**src/design/rename_defines.svh**
```systemverilog
`ifndef RENAME_DEFINES_SVH
`define RENAME_DEFINES_SVH

//////////////////////////////////////////////////
// register file sizes
//////////////////////////////////////////////////

// architectural registers, alpha has 32
`define NUM_ARCH_REG     32
// r31 reads as zero, never renamed
`define ZERO_REG         31
`define NUM_PHYS_REG     40
`define PHYS_TAG_W       6

//////////////////////////////////////////////////
// queue depths
//////////////////////////////////////////////////

// spare physical tags beyond the arch set
`define FREE_LIST_DEPTH  (`NUM_PHYS_REG - `NUM_ARCH_REG)
`define ROB_DEPTH        16

//////////////////////////////////////////////////
// opcodes
//////////////////////////////////////////////////

// operate group
`define OPC_INTA         6'h10
`define OPC_INTL         6'h11
`define OPC_INTS         6'h12
`define OPC_INTM         6'h13
// loads
`define OPC_LDL          6'h28
`define OPC_LDQ          6'h29
// stores
`define OPC_STL          6'h2c
`define OPC_STQ          6'h2d

`endif

```
**src/design/rename_pkg.sv**
```systemverilog
`default_nettype none

`include "rename_defines.svh"

package rename_pkg;

  //////////////////////////////////////////////////
  // register ids
  //////////////////////////////////////////////////

  // architectural register index
  typedef logic [4:0] arch_reg_t;

  // physical tag
  typedef logic [`PHYS_TAG_W-1:0] phys_tag_t;

  //////////////////////////////////////////////////
  // instruction word
  //////////////////////////////////////////////////

  // operate format, rc is the destination
  typedef struct packed {
    logic [5:0]  opcode;
    arch_reg_t   ra;
    arch_reg_t   rb;
    // sbz or literal, literal flag, function code
    logic [10:0] lit_func;
    arch_reg_t   rc;
  } op_fmt_t;

  // memory format, ra is data reg and rb the base
  typedef struct packed {
    logic [5:0]  opcode;
    arch_reg_t   ra;
    arch_reg_t   rb;
    logic [15:0] disp;
  } mem_fmt_t;

  // same 32 bits, decoded by opcode group
  typedef union packed {
    op_fmt_t  op;
    mem_fmt_t mem;
  } inst_word_t;

  //////////////////////////////////////////////////
  // reorder buffer entry
  //////////////////////////////////////////////////

  typedef struct packed {
    arch_reg_t arch_dest;
    phys_tag_t new_tag;
    // previous mapping, freed at retire
    phys_tag_t old_tag;
    logic      has_dest;
    logic      done;
  } rob_entry_t;

endpackage

`default_nettype wire

```
**src/design/map_table.sv**
```systemverilog
`timescale 1ns/1ps
`default_nettype none

`include "rename_defines.svh"

module map_table
  import rename_pkg::*;
(
  input  wire logic      clock,
  input  wire logic      reset,
  input  wire logic      rename_en,
  input  wire arch_reg_t rename_reg,
  input  wire phys_tag_t rename_tag,
  input  wire arch_reg_t src_a_reg,
  input  wire arch_reg_t src_b_reg,
  input  wire logic      complete_valid,
  input  wire phys_tag_t complete_tag,
  output phys_tag_t      src_a_tag,
  output logic           src_a_ready,
  output phys_tag_t      src_b_tag,
  output logic           src_b_ready,
  output phys_tag_t      old_tag
);

  // current mapping per arch reg
  phys_tag_t                  map_tag   [`NUM_ARCH_REG];
  logic [`NUM_ARCH_REG-1:0]   map_ready;

  //////////////////////////////////////////////////
  // lookups
  //////////////////////////////////////////////////

  // state before the edge, no completion bypass
  assign src_a_tag   = map_tag[src_a_reg];
  assign src_a_ready = map_ready[src_a_reg];
  assign src_b_tag   = map_tag[src_b_reg];
  assign src_b_ready = map_ready[src_b_reg];

  // mapping being replaced, travels to the rob
  assign old_tag = map_tag[rename_reg];

  //////////////////////////////////////////////////
  // update
  //////////////////////////////////////////////////

  always_ff @(posedge clock) begin
    if (reset) begin
      // identity map, all values present
      for (int i = 0; i < `NUM_ARCH_REG; i++) begin
        map_tag[i]   <= phys_tag_t'(i);
        map_ready[i] <= 1'b1;
      end
    end else begin
      // cam match against the completing tag
      for (int i = 0; i < `NUM_ARCH_REG; i++) begin
        if (complete_valid && (map_tag[i] == complete_tag)) begin
          map_ready[i] <= 1'b1;
        end
      end
      // rename wins over completion on the same entry
      if (rename_en) begin
        map_tag[rename_reg]   <= rename_tag;
        map_ready[rename_reg] <= 1'b0;
      end
    end
  end

endmodule

`default_nettype wire

```
**src/design/free_list.sv**
```systemverilog
`timescale 1ns/1ps
`default_nettype none

`include "rename_defines.svh"

module free_list
  import rename_pkg::*;
(
  input  wire logic      clock,
  input  wire logic      reset,
  input  wire logic      pop,
  input  wire logic      push,
  input  wire phys_tag_t push_tag,
  output phys_tag_t      head_tag,
  output logic           empty
);

  localparam int PTR_W = $clog2(`FREE_LIST_DEPTH);
  localparam int CNT_W = $clog2(`FREE_LIST_DEPTH + 1);

  phys_tag_t            fl_mem [`FREE_LIST_DEPTH];
  logic [PTR_W-1:0]     head;
  logic [PTR_W-1:0]     tail;
  logic [CNT_W-1:0]     count;

  // wrap at depth, which need not be a power of two
  function automatic logic [PTR_W-1:0] ptr_inc(input logic [PTR_W-1:0] ptr);
    if (ptr == PTR_W'(`FREE_LIST_DEPTH - 1)) begin
      return '0;
    end
    return ptr + 1'b1;
  endfunction

  // oldest free tag goes out first
  assign head_tag = fl_mem[head];
  assign empty    = (count == '0);

  always_ff @(posedge clock) begin
    if (reset) begin
      // spare tags 32 and up, queue full
      for (int i = 0; i < `FREE_LIST_DEPTH; i++) begin
        fl_mem[i] <= phys_tag_t'(`NUM_ARCH_REG + i);
      end
      head  <= '0;
      tail  <= '0;
      count <= CNT_W'(`FREE_LIST_DEPTH);
    end else begin
      if (pop) begin
        head <= ptr_inc(head);
      end
      // freed tag appended at the back
      if (push) begin
        fl_mem[tail] <= push_tag;
        tail         <= ptr_inc(tail);
      end
      case ({push, pop})
        2'b10:   count <= count + 1'b1;
        2'b01:   count <= count - 1'b1;
        default: count <= count;
      endcase
    end
  end

endmodule

`default_nettype wire

```
**src/design/dispatch_stage.sv**
```systemverilog
`timescale 1ns/1ps
`default_nettype none

`include "rename_defines.svh"

module dispatch_stage
  import rename_pkg::*;
(
  input  wire logic       clock,
  input  wire logic       reset,
  input  wire logic       dispatch_valid,
  input  wire inst_word_t dispatch_inst,
  input  wire logic       rob_full,
  input  wire logic       complete_valid,
  input  wire phys_tag_t  complete_tag,
  input  wire logic       recycle_valid,
  input  wire phys_tag_t  recycle_tag,
  output logic            dispatch_ready,
  output logic            dispatch_fire,
  output logic            dispatch_has_dest,
  output arch_reg_t       dispatch_arch_dest,
  output phys_tag_t       dispatch_dest_tag,
  output phys_tag_t       dispatch_old_tag,
  output phys_tag_t       src_a_tag,
  output phys_tag_t       src_b_tag,
  output logic            src_a_ready,
  output logic            src_b_ready
);

  logic [5:0] opcode;
  arch_reg_t  dest_reg;
  arch_reg_t  src_a_reg;
  arch_reg_t  src_b_reg;
  logic       rename_en;
  logic       fl_empty;
  phys_tag_t  fl_head_tag;

  //////////////////////////////////////////////////
  // decode
  //////////////////////////////////////////////////

  // opcode sits in the same bits for both views
  assign opcode = dispatch_inst.op.opcode;

  always_comb begin
    // unknown opcodes touch only r31
    dest_reg  = arch_reg_t'(`ZERO_REG);
    src_a_reg = arch_reg_t'(`ZERO_REG);
    src_b_reg = arch_reg_t'(`ZERO_REG);
    case (opcode)
      `OPC_INTA, `OPC_INTL, `OPC_INTS, `OPC_INTM: begin
        dest_reg  = dispatch_inst.op.rc;
        src_a_reg = dispatch_inst.op.ra;
        src_b_reg = dispatch_inst.op.rb;
      end
      `OPC_LDL, `OPC_LDQ: begin
        // load writes ra, only base is read
        dest_reg  = dispatch_inst.mem.ra;
        src_b_reg = dispatch_inst.mem.rb;
      end
      `OPC_STL, `OPC_STQ: begin
        // store reads data and base
        src_a_reg = dispatch_inst.mem.ra;
        src_b_reg = dispatch_inst.mem.rb;
      end
      default: begin
      end
    endcase
  end

  // a write to r31 is discarded
  assign dispatch_has_dest  = (dest_reg != arch_reg_t'(`ZERO_REG));
  assign dispatch_arch_dest = dest_reg;

  //////////////////////////////////////////////////
  // stall and acceptance
  //////////////////////////////////////////////////

  // structural hazards only, independent of the word
  assign dispatch_ready = !rob_full && !fl_empty;
  assign dispatch_fire  = dispatch_valid && dispatch_ready;
  assign rename_en      = dispatch_fire && dispatch_has_dest;

  // no destination shows r31 and takes no tag
  assign dispatch_dest_tag = dispatch_has_dest ? fl_head_tag : phys_tag_t'(`ZERO_REG);

  map_table u_map (
    .clock          (clock),
    .reset          (reset),
    .rename_en      (rename_en),
    .rename_reg     (dest_reg),
    .rename_tag     (fl_head_tag),
    .src_a_reg      (src_a_reg),
    .src_b_reg      (src_b_reg),
    .complete_valid (complete_valid),
    .complete_tag   (complete_tag),
    .src_a_tag      (src_a_tag),
    .src_a_ready    (src_a_ready),
    .src_b_tag      (src_b_tag),
    .src_b_ready    (src_b_ready),
    .old_tag        (dispatch_old_tag)
  );

  // popped on rename, refilled by retire
  free_list u_free_list (
    .clock    (clock),
    .reset    (reset),
    .pop      (rename_en),
    .push     (recycle_valid),
    .push_tag (recycle_tag),
    .head_tag (fl_head_tag),
    .empty    (fl_empty)
  );

endmodule

`default_nettype wire

```
**src/design/reorder_buffer.sv**
```systemverilog
`timescale 1ns/1ps
`default_nettype none

`include "rename_defines.svh"

module reorder_buffer
  import rename_pkg::*;
(
  input  wire logic      clock,
  input  wire logic      reset,
  // allocation from dispatch
  input  wire logic      dispatch_fire,
  input  wire logic      dispatch_has_dest,
  input  wire arch_reg_t dispatch_arch_dest,
  input  wire phys_tag_t dispatch_dest_tag,
  input  wire phys_tag_t dispatch_old_tag,
  // completion broadcast
  input  wire logic      complete_valid,
  input  wire phys_tag_t complete_tag,
  output logic           full,
  // retire port
  output logic           retire_valid,
  output arch_reg_t      retire_arch_reg,
  output phys_tag_t      retire_new_tag,
  output phys_tag_t      retire_old_tag,
  output logic           retire_has_dest,
  // old tag back to the free list
  output logic           recycle_valid,
  output phys_tag_t      recycle_tag
);

  localparam int PTR_W = $clog2(`ROB_DEPTH);
  localparam int CNT_W = $clog2(`ROB_DEPTH + 1);

  rob_entry_t            rob_mem [`ROB_DEPTH];
  logic [`ROB_DEPTH-1:0] rob_valid;
  logic [PTR_W-1:0]      head;
  logic [PTR_W-1:0]      tail;
  logic [CNT_W-1:0]      count;

  function automatic logic [PTR_W-1:0] ptr_inc(input logic [PTR_W-1:0] ptr);
    if (ptr == PTR_W'(`ROB_DEPTH - 1)) begin
      return '0;
    end
    return ptr + 1'b1;
  endfunction

  //////////////////////////////////////////////////
  // head and retire
  //////////////////////////////////////////////////

  assign full = (count == CNT_W'(`ROB_DEPTH));

  // no back-pressure, a done head always leaves
  assign retire_valid    = rob_valid[head] && rob_mem[head].done;
  assign retire_arch_reg = rob_mem[head].arch_dest;
  assign retire_new_tag  = rob_mem[head].new_tag;
  assign retire_old_tag  = rob_mem[head].old_tag;
  assign retire_has_dest = rob_mem[head].has_dest;

  assign recycle_valid = retire_valid && retire_has_dest;
  assign recycle_tag   = rob_mem[head].old_tag;

  //////////////////////////////////////////////////
  // entry payload
  //////////////////////////////////////////////////

  always_ff @(posedge clock) begin
    // tag match over live entries with a destination
    for (int i = 0; i < `ROB_DEPTH; i++) begin
      if (complete_valid && rob_valid[i] && rob_mem[i].has_dest &&
          (rob_mem[i].new_tag == complete_tag)) begin
        rob_mem[i].done <= 1'b1;
      end
    end
    if (dispatch_fire) begin
      rob_mem[tail].arch_dest <= dispatch_arch_dest;
      rob_mem[tail].new_tag   <= dispatch_dest_tag;
      rob_mem[tail].old_tag   <= dispatch_old_tag;
      rob_mem[tail].has_dest  <= dispatch_has_dest;
      // nothing to wait for without a destination
      rob_mem[tail].done      <= !dispatch_has_dest;
    end
  end

  //////////////////////////////////////////////////
  // pointers and occupancy
  //////////////////////////////////////////////////

  always_ff @(posedge clock) begin
    if (reset) begin
      rob_valid <= '0;
      head      <= '0;
      tail      <= '0;
      count     <= '0;
    end else begin
      if (dispatch_fire) begin
        rob_valid[tail] <= 1'b1;
        tail            <= ptr_inc(tail);
      end
      if (retire_valid) begin
        rob_valid[head] <= 1'b0;
        head            <= ptr_inc(head);
      end
      case ({dispatch_fire, retire_valid})
        2'b10:   count <= count + 1'b1;
        2'b01:   count <= count - 1'b1;
        default: count <= count;
      endcase
    end
  end

endmodule

`default_nettype wire

```
**src/design/rename_core.sv**
```systemverilog
`timescale 1ns/1ps
`default_nettype none

module rename_core
  import rename_pkg::*;
(
  input  wire logic       clock,
  input  wire logic       reset,
  // dispatch side
  input  wire logic       dispatch_valid,
  input  wire inst_word_t dispatch_inst,
  output logic            dispatch_ready,
  output logic            dispatch_has_dest,
  output phys_tag_t       dispatch_dest_tag,
  output phys_tag_t       src_a_tag,
  output phys_tag_t       src_b_tag,
  output logic            src_a_ready,
  output logic            src_b_ready,
  // completion broadcast
  input  wire logic       complete_valid,
  input  wire phys_tag_t  complete_tag,
  // retire port
  output logic            retire_valid,
  output logic            retire_has_dest,
  output arch_reg_t       retire_arch_reg,
  output phys_tag_t       retire_new_tag,
  output phys_tag_t       retire_old_tag
);

  // dispatch to rob
  logic      rob_full;
  logic      dispatch_fire;
  arch_reg_t dispatch_arch_dest;
  phys_tag_t dispatch_old_tag;
  // rob back to free list
  logic      recycle_valid;
  phys_tag_t recycle_tag;

  // decode, rename and stall
  dispatch_stage u_dispatch (
    .clock              (clock),
    .reset              (reset),
    .dispatch_valid     (dispatch_valid),
    .dispatch_inst      (dispatch_inst),
    .rob_full           (rob_full),
    .complete_valid     (complete_valid),
    .complete_tag       (complete_tag),
    .recycle_valid      (recycle_valid),
    .recycle_tag        (recycle_tag),
    .dispatch_ready     (dispatch_ready),
    .dispatch_fire      (dispatch_fire),
    .dispatch_has_dest  (dispatch_has_dest),
    .dispatch_arch_dest (dispatch_arch_dest),
    .dispatch_dest_tag  (dispatch_dest_tag),
    .dispatch_old_tag   (dispatch_old_tag),
    .src_a_tag          (src_a_tag),
    .src_b_tag          (src_b_tag),
    .src_a_ready        (src_a_ready),
    .src_b_ready        (src_b_ready)
  );

  // in-order tracking and retire
  reorder_buffer u_rob (
    .clock              (clock),
    .reset              (reset),
    .dispatch_fire      (dispatch_fire),
    .dispatch_has_dest  (dispatch_has_dest),
    .dispatch_arch_dest (dispatch_arch_dest),
    .dispatch_dest_tag  (dispatch_dest_tag),
    .dispatch_old_tag   (dispatch_old_tag),
    .complete_valid     (complete_valid),
    .complete_tag       (complete_tag),
    .full               (rob_full),
    .retire_valid       (retire_valid),
    .retire_arch_reg    (retire_arch_reg),
    .retire_new_tag     (retire_new_tag),
    .retire_old_tag     (retire_old_tag),
    .retire_has_dest    (retire_has_dest),
    .recycle_valid      (recycle_valid),
    .recycle_tag        (recycle_tag)
  );

endmodule

`default_nettype wire

```
**config.mk**
```make
export PLATFORM = sky130hd
export DESIGN_NAME = rename_core
export DESIGN_NICKNAME = d
export VERILOG_FILES = /design/src/design/rename_pkg.sv /design/src/design/map_table.sv /design/src/design/free_list.sv /design/src/design/dispatch_stage.sv /design/src/design/reorder_buffer.sv /design/src/design/rename_core.sv
export VERILOG_INCLUDE_DIRS = /design/src /design/src/design
export SDC_FILE = /design/constraint.sdc
export NUM_CORES = 1
export LEC_CHECK = 0
export BUFFER_PORTS_ARGS = -buffer_cell sky130_fd_sc_hd__buf_4
export CORE_MARGIN = 4
export CORE_UTILIZATION = 40
export DETAILED_ROUTE_END_ITERATION = 7
export HOLD_SLACK_MARGIN = 0.06
export PLACE_DENSITY = 0.64
export SETUP_SLACK_MARGIN = 0.5
export SLEW_MARGIN = 10
export SYNTH_ARGS = -nofsm -noshare
export SYNTH_HDL_FRONTEND = slang
export SYNTH_SLANG_ARGS = --single-unit
```
**constraint.sdc**
```tcl
create_clock -name clock -period 4.4 [get_ports clock]
set_input_delay 0 -clock clock [delete_from_list [all_inputs] [get_ports clock]]
set_output_delay 0 -clock clock [all_outputs]
set_load 0.1 [all_outputs]
```
# [Word level (Yosys, flattened, before mapping)]
# Memories as Yosys holds them, arrays and structs flattened. A register that Yosys moved wholly into a read port is not among the register bits.
# Cells that the tools add are included.
[totals] inputBits=42 out_inout_bits=41 n_memories=3 reg_bits=71 ramBits=544 elab_cells=356
[op_classes] eq_ne=66 reduce_logical=100 add_sub_neg=8 mux=158 magnitude_cmp=8 bitwise_logic=5
[memory_table] name="u_rob.rob_mem" words=16 width=19 rd=17 rd_ports_with_merged_regs=1 write_ports=17 line_no="reorder_buffer.sv:35" rtl="rob_entry_t rob_mem [`ROB_DEPTH];"
[memory_table] name="u_dispatch.u_map.map_tag" words=32 width=6 rd=35 rd_ports_with_merged_regs=0 write_ports=32 line_no="map_table.sv:26" rtl="phys_tag_t map_tag [`NUM_ARCH_REG];"
[memory_table] name="u_dispatch.u_free_list.fl_mem" words=8 width=6 rd=1 rd_ports_with_merged_regs=1 write_ports=8 line_no="free_list.sv:21" rtl="phys_tag_t fl_mem [`FREE_LIST_DEPTH];"
[ops] operator="6-bit == test" n=48
[ops] operator="1-bit 2-to-1 mux" n=126
[ops] operator="1-bit logical AND" n=88
[ops] operator="16-bit 2-to-1 mux" n=3
[ops] operator="32-bit bitwise AND" n=1
[ops] operator="32-bit 2-to-1 mux" n=1
[ops] operator="32-bit NOT" n=1
[ops] operator="6-bit by 5-bit == test with 1-bit output, second input constant" n=4
[ops] operator="6-bit == test, second input constant" n=4
[ops] operator="4-bit 2-to-1 mux" n=6
[ops] operator="3-bit 2-to-1 mux" n=7
[ops] operator="5-bit case mux with 2 select lines" n=2
[ops] operator="5-bit by 6-bit less-than comparator with 1-bit output, second input constant" n=3
[ops] operator="6-bit 2-to-1 mux" n=3
[ops] operator="6-bit OR reduction" n=3
[ops] operator="16-bit bitwise AND" n=1
[ops] operator="16-bit NOT" n=1
[ops] operator="16-bit bitwise OR" n=1
[ops] operator="5-bit 2-to-1 mux" n=3
[ops] operator="4-bit by 1-bit adder with 4-bit output, second input constant" n=3
[ops] operator="1-bit binary-select mux with 5-bit select" n=2
[ops] operator="4-bit by 5-bit less-than comparator with 1-bit output, second input constant" n=2
[ops] operator="1-bit demux with 4-bit select" n=2
[ops] operator="4-bit == test, second input constant" n=2
[ops] operator="20 further kinds" n=28

# [Logic depth before layout (Yosys ltp)]
[logic_depth] ltp_word=10 ltp_mapped=16 mapped_depth_nobuf=12

# [Cells and area by module]
# From an unflattened synthesis, not the netlist that was laid out.
[unflattened] cells_unflattened=2280 area_unflattened_um2=33509.6
[by_module_without_submodules] mod="map_table" cells_each=1191 seq_area_each_um2=6406.1 n_inst=1 area_each_um2=15683.8
[by_module_without_submodules] mod="reorder_buffer" cells_each=810 seq_area_each_um2=9629.2 n_inst=1 area_each_um2=14448.9
[by_module_without_submodules] mod="free_list" cells_each=200 seq_area_each_um2=1701.6 n_inst=1 area_each_um2=2860.2
[by_module_without_submodules] mod="dispatch_stage" cells_each=79 seq_area_each_um2=0.0 n_inst=1 area_each_um2=516.7

# [Worst setup path before layout]
# OpenSTA, ideal clock, no wires.
[synth_path] path_kind="flip-flop to flip-flop" start="register with a tool-made name" end="register u_dispatch.u_free_list.count[3]" period_less_slack_ns=5.049 path_slack_ns=-0.649 t_required_ns=4.268 arrival_time_ns=4.917 setup_time_ns=0.132 path_buffers=2 path_stages_with_launch=13 path_cell_list="dfxtp_1 > buf_1 > buf_1 > mux2i_1 > mux2i_1 > nand2_1 > ha_1 > ha_1 > a21o_1 > a21oi_1 > xnor2_1 > o21ai_0 > or3b_2"
[synth_rtl] item="end signal: assignment" line_no="free_list.sv:46" rtl="count <= CNT_W'(`FREE_LIST_DEPTH);"
[synth_rtl] item="end signal: assignment" line_no="free_list.sv:57" rtl="2'b10: count <= count + 1'b1;"
[synth_rtl] item="end signal: assignment" line_no="free_list.sv:58" rtl="2'b01: count <= count - 1'b1;"
[synth_rtl] item="end: declaration" line_no="free_list.sv:24" rtl="logic [CNT_W-1:0] count;"

==> metrics.csv <==
stage;metric;value;unit
status;status;finished clean;
route;routed wire length;115000;um
timing;Tmin final;3.67;ns
cells_and_area;area of the multi-input gates;15200;um2
route;DR pass1 iterations;8;
timing;slew at the pin with the worst max-slew slack;1.17;ns
timing;Tcrit/Tclk final;83.5;%
clock_tree;Inserted Clock Buffers;69;
clock_tree;Max Buffers Root-to-Sink;3;
grt;All-Layer GR Usage;25.4;%
place;Placement Setup Slack;0.450;ns
route;Routed Antenna Nets;0;
floorplan;die area;89000;um2
grt;first-pass GRT wire length;168000;um
critical_path;startpoint types;flop;
grt;grt ovf;0;
route;DRT iter0 DRCs;3248;
clock_tree;clk_lat worst skew;0.63;ns
power_and_ir_drop;Leak;12.1;nW
route;total number of vias;25300;
timing;Fmax;272;MHz
synth;Avg Cell Area, Syn;12.1;um2
cells_and_area;Post-layout nets;2880;
critical_path;crit path DAT;4.17;ns
cells_and_area;commonest cells after routing, fill and taps aside;528 x edfxtp_1, 254 x nor2_1, 211 x mux2i_1;
cells_and_area;area growth from synthesis to layout;12.8;%
route;Vias/cell;6.41;
timing;Sum Neg Setup Slack;0;ns
cells_and_area;Register Area;17700;um2
cells_and_area;most common cell after layout, fill and taps aside;edfxtp_1;
place;IO Port Bufs;70;
synth;Netlist cell types;73;
timing;Fin Clk Skew;0.0235;ns
clock_tree;clock sink count;622;
synth;Post-synth EDFFs;528;
timing;Slew Viols, Final;0;
grt;initial antenna violation count;1;
timing;final setup vio count;0;
clock_tree;Clock transition at path regs;0.06;ns
clock_tree;CTS root buffer;clkbuf_16;
power_and_ir_drop;Clk pwr share;38.0;%
critical_path;kind of critical path;reg2reg;
floorplan;Horiz. Die Dim;298;um
critical_path;Crit. End Element;flop;
synth;flops & latches, synth;622;
power_and_ir_drop;Power Density;402;nW/um2
power_and_ir_drop;Total Power;15.3;mW
flow_run;max-cap viol count;0;
synth;sequential-to-total area share from yosys stat;52.6;%
critical_path;CP Max Fanout;13;
timing;Slew headroom;21.8;%
floorplan;I/O pin total;83;
synth;Mapped Area;33700;um2
clock_tree;CTS H-tree lvls;3;
synth;cells after synthesis;2787;
place;routability congestion estimate;0.986;
power_and_ir_drop;Comb power frac;17.9;%
floorplan;Die Span Y;298;um
clock_tree;CTS tree;built;
synth;Primary FF master, synth;edfxtp_1;
route;routed length per instance;29.2;um
grt;largest net degree at the start of global routing;51;
floorplan;Row Count;106;
timing;final worst setup slack;0.728;ns
power_and_ir_drop;sequential share of power;44.1;%
synth;Ys Warns;0;
synth;Synth async-reset ratio;0;%
power_and_ir_drop;Psw;4.51;mW
floorplan;Core ar.;83600;um2
floorplan;Starting Density;40.4;%
route;number of remaining DRC errors;0;
place;placed wire-length estimate;79600;um
power_and_ir_drop;sw frac;29.5;%
timing;Fin. Hold Viols;0;
critical_path;Worst EP required;4.89;ns
cells_and_area;filler cell count;7518;
power_and_ir_drop;Int Pwr;10.8;mW
cells_and_area;share of layout cells above drive strength 1;16.3;%
worst_hold_path;Tightest Hold Check Type;in2reg;
timing;RSZ-0062 raised after global routing;false;
grt;vias in the first global route;24600;
power_and_ir_drop;Peak supply drop;396;uV
## worst paths after layout
| path | slack [ns] | cells past startpoint | endpoint | startpoint |
|---|---|---|---|---|
| setup reg to reg | 0.73 | 12 | u_dispatch.u_free_list.count[3]$_SDFFE_PP1P_ | flop |
| hold reg to reg | 0.51 | 2 | u_rob.rob_mem[7][0]$_DFF_P_ | u_rob.rob_mem[7][0]$_DFF_P_ |
| hold / removal | 0.13 | 3 | u_dispatch.u_map.map_ready[31]$_SDFF_PP1_ | complete_valid |
| setup / recovery | 0.73 | 12 | u_dispatch.u_free_list.count[3]$_SDFFE_PP1P_ | flop |
## Yosys cell counts (8+ instances only)
library cell | instances | share of area [%]
a211oi_1 | 22 | 0.49
a21oi_1 | 66 | 0.98
a221o_1 | 12 | 0.36
a221oi_1 | 17 | 0.44
a311oi_1 | 8 | 0.21
a32oi_1 | 12 | 0.31
and2_1 | 11 | 0.20
and3_1 | 15 | 0.28
buf_1 | 33 | 0.37
buf_2 | 24 | 0.36
clkbuf_1 | 155 | 1.7
dfxtp_1 | 94 | 5.6
edfxtp_1 | 528 | 47
ha_1 | 19 | 0.70
inv_1 | 29 | 0.32
mux2i_1 | 219 | 6.5
mux4_2 | 134 | 8.9
nand2_1 | 197 | 2.2
nand2b_1 | 45 | 0.83
nand3_1 | 61 | 0.91
nand4_1 | 61 | 1.1
nor2_1 | 267 | 3.0
nor2b_1 | 8 | 0.15
nor3_1 | 67 | 0.99
nor4_1 | 74 | 1.4
o211ai_1 | 11 | 0.24
o21a_1 | 22 | 0.49
o21ai_0 | 52 | 0.77
o21bai_1 | 8 | 0.18
o221ai_1 | 55 | 1.4
o22ai_1 | 33 | 0.61
or2_2 | 9 | 0.17
or3_1 | 14 | 0.26
or4_1 | 18 | 0.40
xnor2_1 | 158 | 4.1
xor2_1 | 140 | 3.6
## cells by family after synthesis
kind of cell | synth area share [%]
xor gates and xnor gates | 7.74
buffers and inverters | 2.96
muxes | 15.5
AOI/OAI and AO/OA | 7.87
and+or+nand+nor | 12.5
DFF | 52.6
adders and majority gates | 0.824
other | 0.0223
## power by group through the flow
stage	Clock (mW)	Sequential, mW	Combinational, mW
floorplan	0	6.78	1.91
global placement	0	6.86	2.65
detailed placement	0	6.87	2.69
CTS	5.89	6.75	2.70
global route	6.13	6.76	2.87
finish	5.80	6.75	2.74
## registers in the layout, summed over array words and instances (netlist names), named ones only
name,count
u_rob.rob_mem,304
u_dispatch.u_map.map_tag,192
u_dispatch.u_free_list.fl_mem,48
u_dispatch.u_map.map_ready,32
u_rob.rob_valid,16
u_rob.count,5
u_dispatch.u_free_list.count,4
u_rob.head,4
u_rob.tail,4
u_dispatch.u_free_list.head,3
u_dispatch.u_free_list.tail,3
## through the flow
stage	hold WS, ns	utilization, %	cells	instance area (um2)
global placement	0.417	42.7	3819	35700
CTS	0.0808	45.5	3944	38000
global route	0.124	45.5	3949	38000
finish	0.127	45.5	3950	38000
floorplan	0.427	-	2791	33700
detailed placement	0.436	42.7	3819	35700
## timing repair
action / 4_1_cts / 5_1_grt
setup endpoints to repair: 1 / 14
gates resized for setup: 1 / 2
endpoints found under the hold margin: 30 / 0
buffers inserted: 0 / 5
hold buffers: 2 / 0
## final cells by class
cell class,instances,area share (%)
flip-flops and latches,622,46.7
multi-input cells,1919,40.0
clock buffers,81,4.83
well taps,1080,3.55
repair buffers,173,3.53
clock inverters,42,1.14
inverters,32,0.316
diodes,1,0.00658
## per-layer routing
layer	GRT usage (%)	share of wire [%]
met4	8.10	3.2
met1	36.3	41
met2	39.4	45
met5	0	0
met3	4.50	11
## critical path, stage by stage, from the launching register on
cell	delay, ns
dfxtp_4	0.47
buf_4	0.24
mux4_2	0.53
mux2i_2	0.28
mux2i_2	0.22
nand2_2	0.22
ha_1	0.23
ha_1	0.25
a21o_1	0.19
a21oi_1	0.20
xnor2_1	0.11
o21ai_0	0.13
or3b_2	0.45
Note: power is estimated with default switching activity, not from simulation.
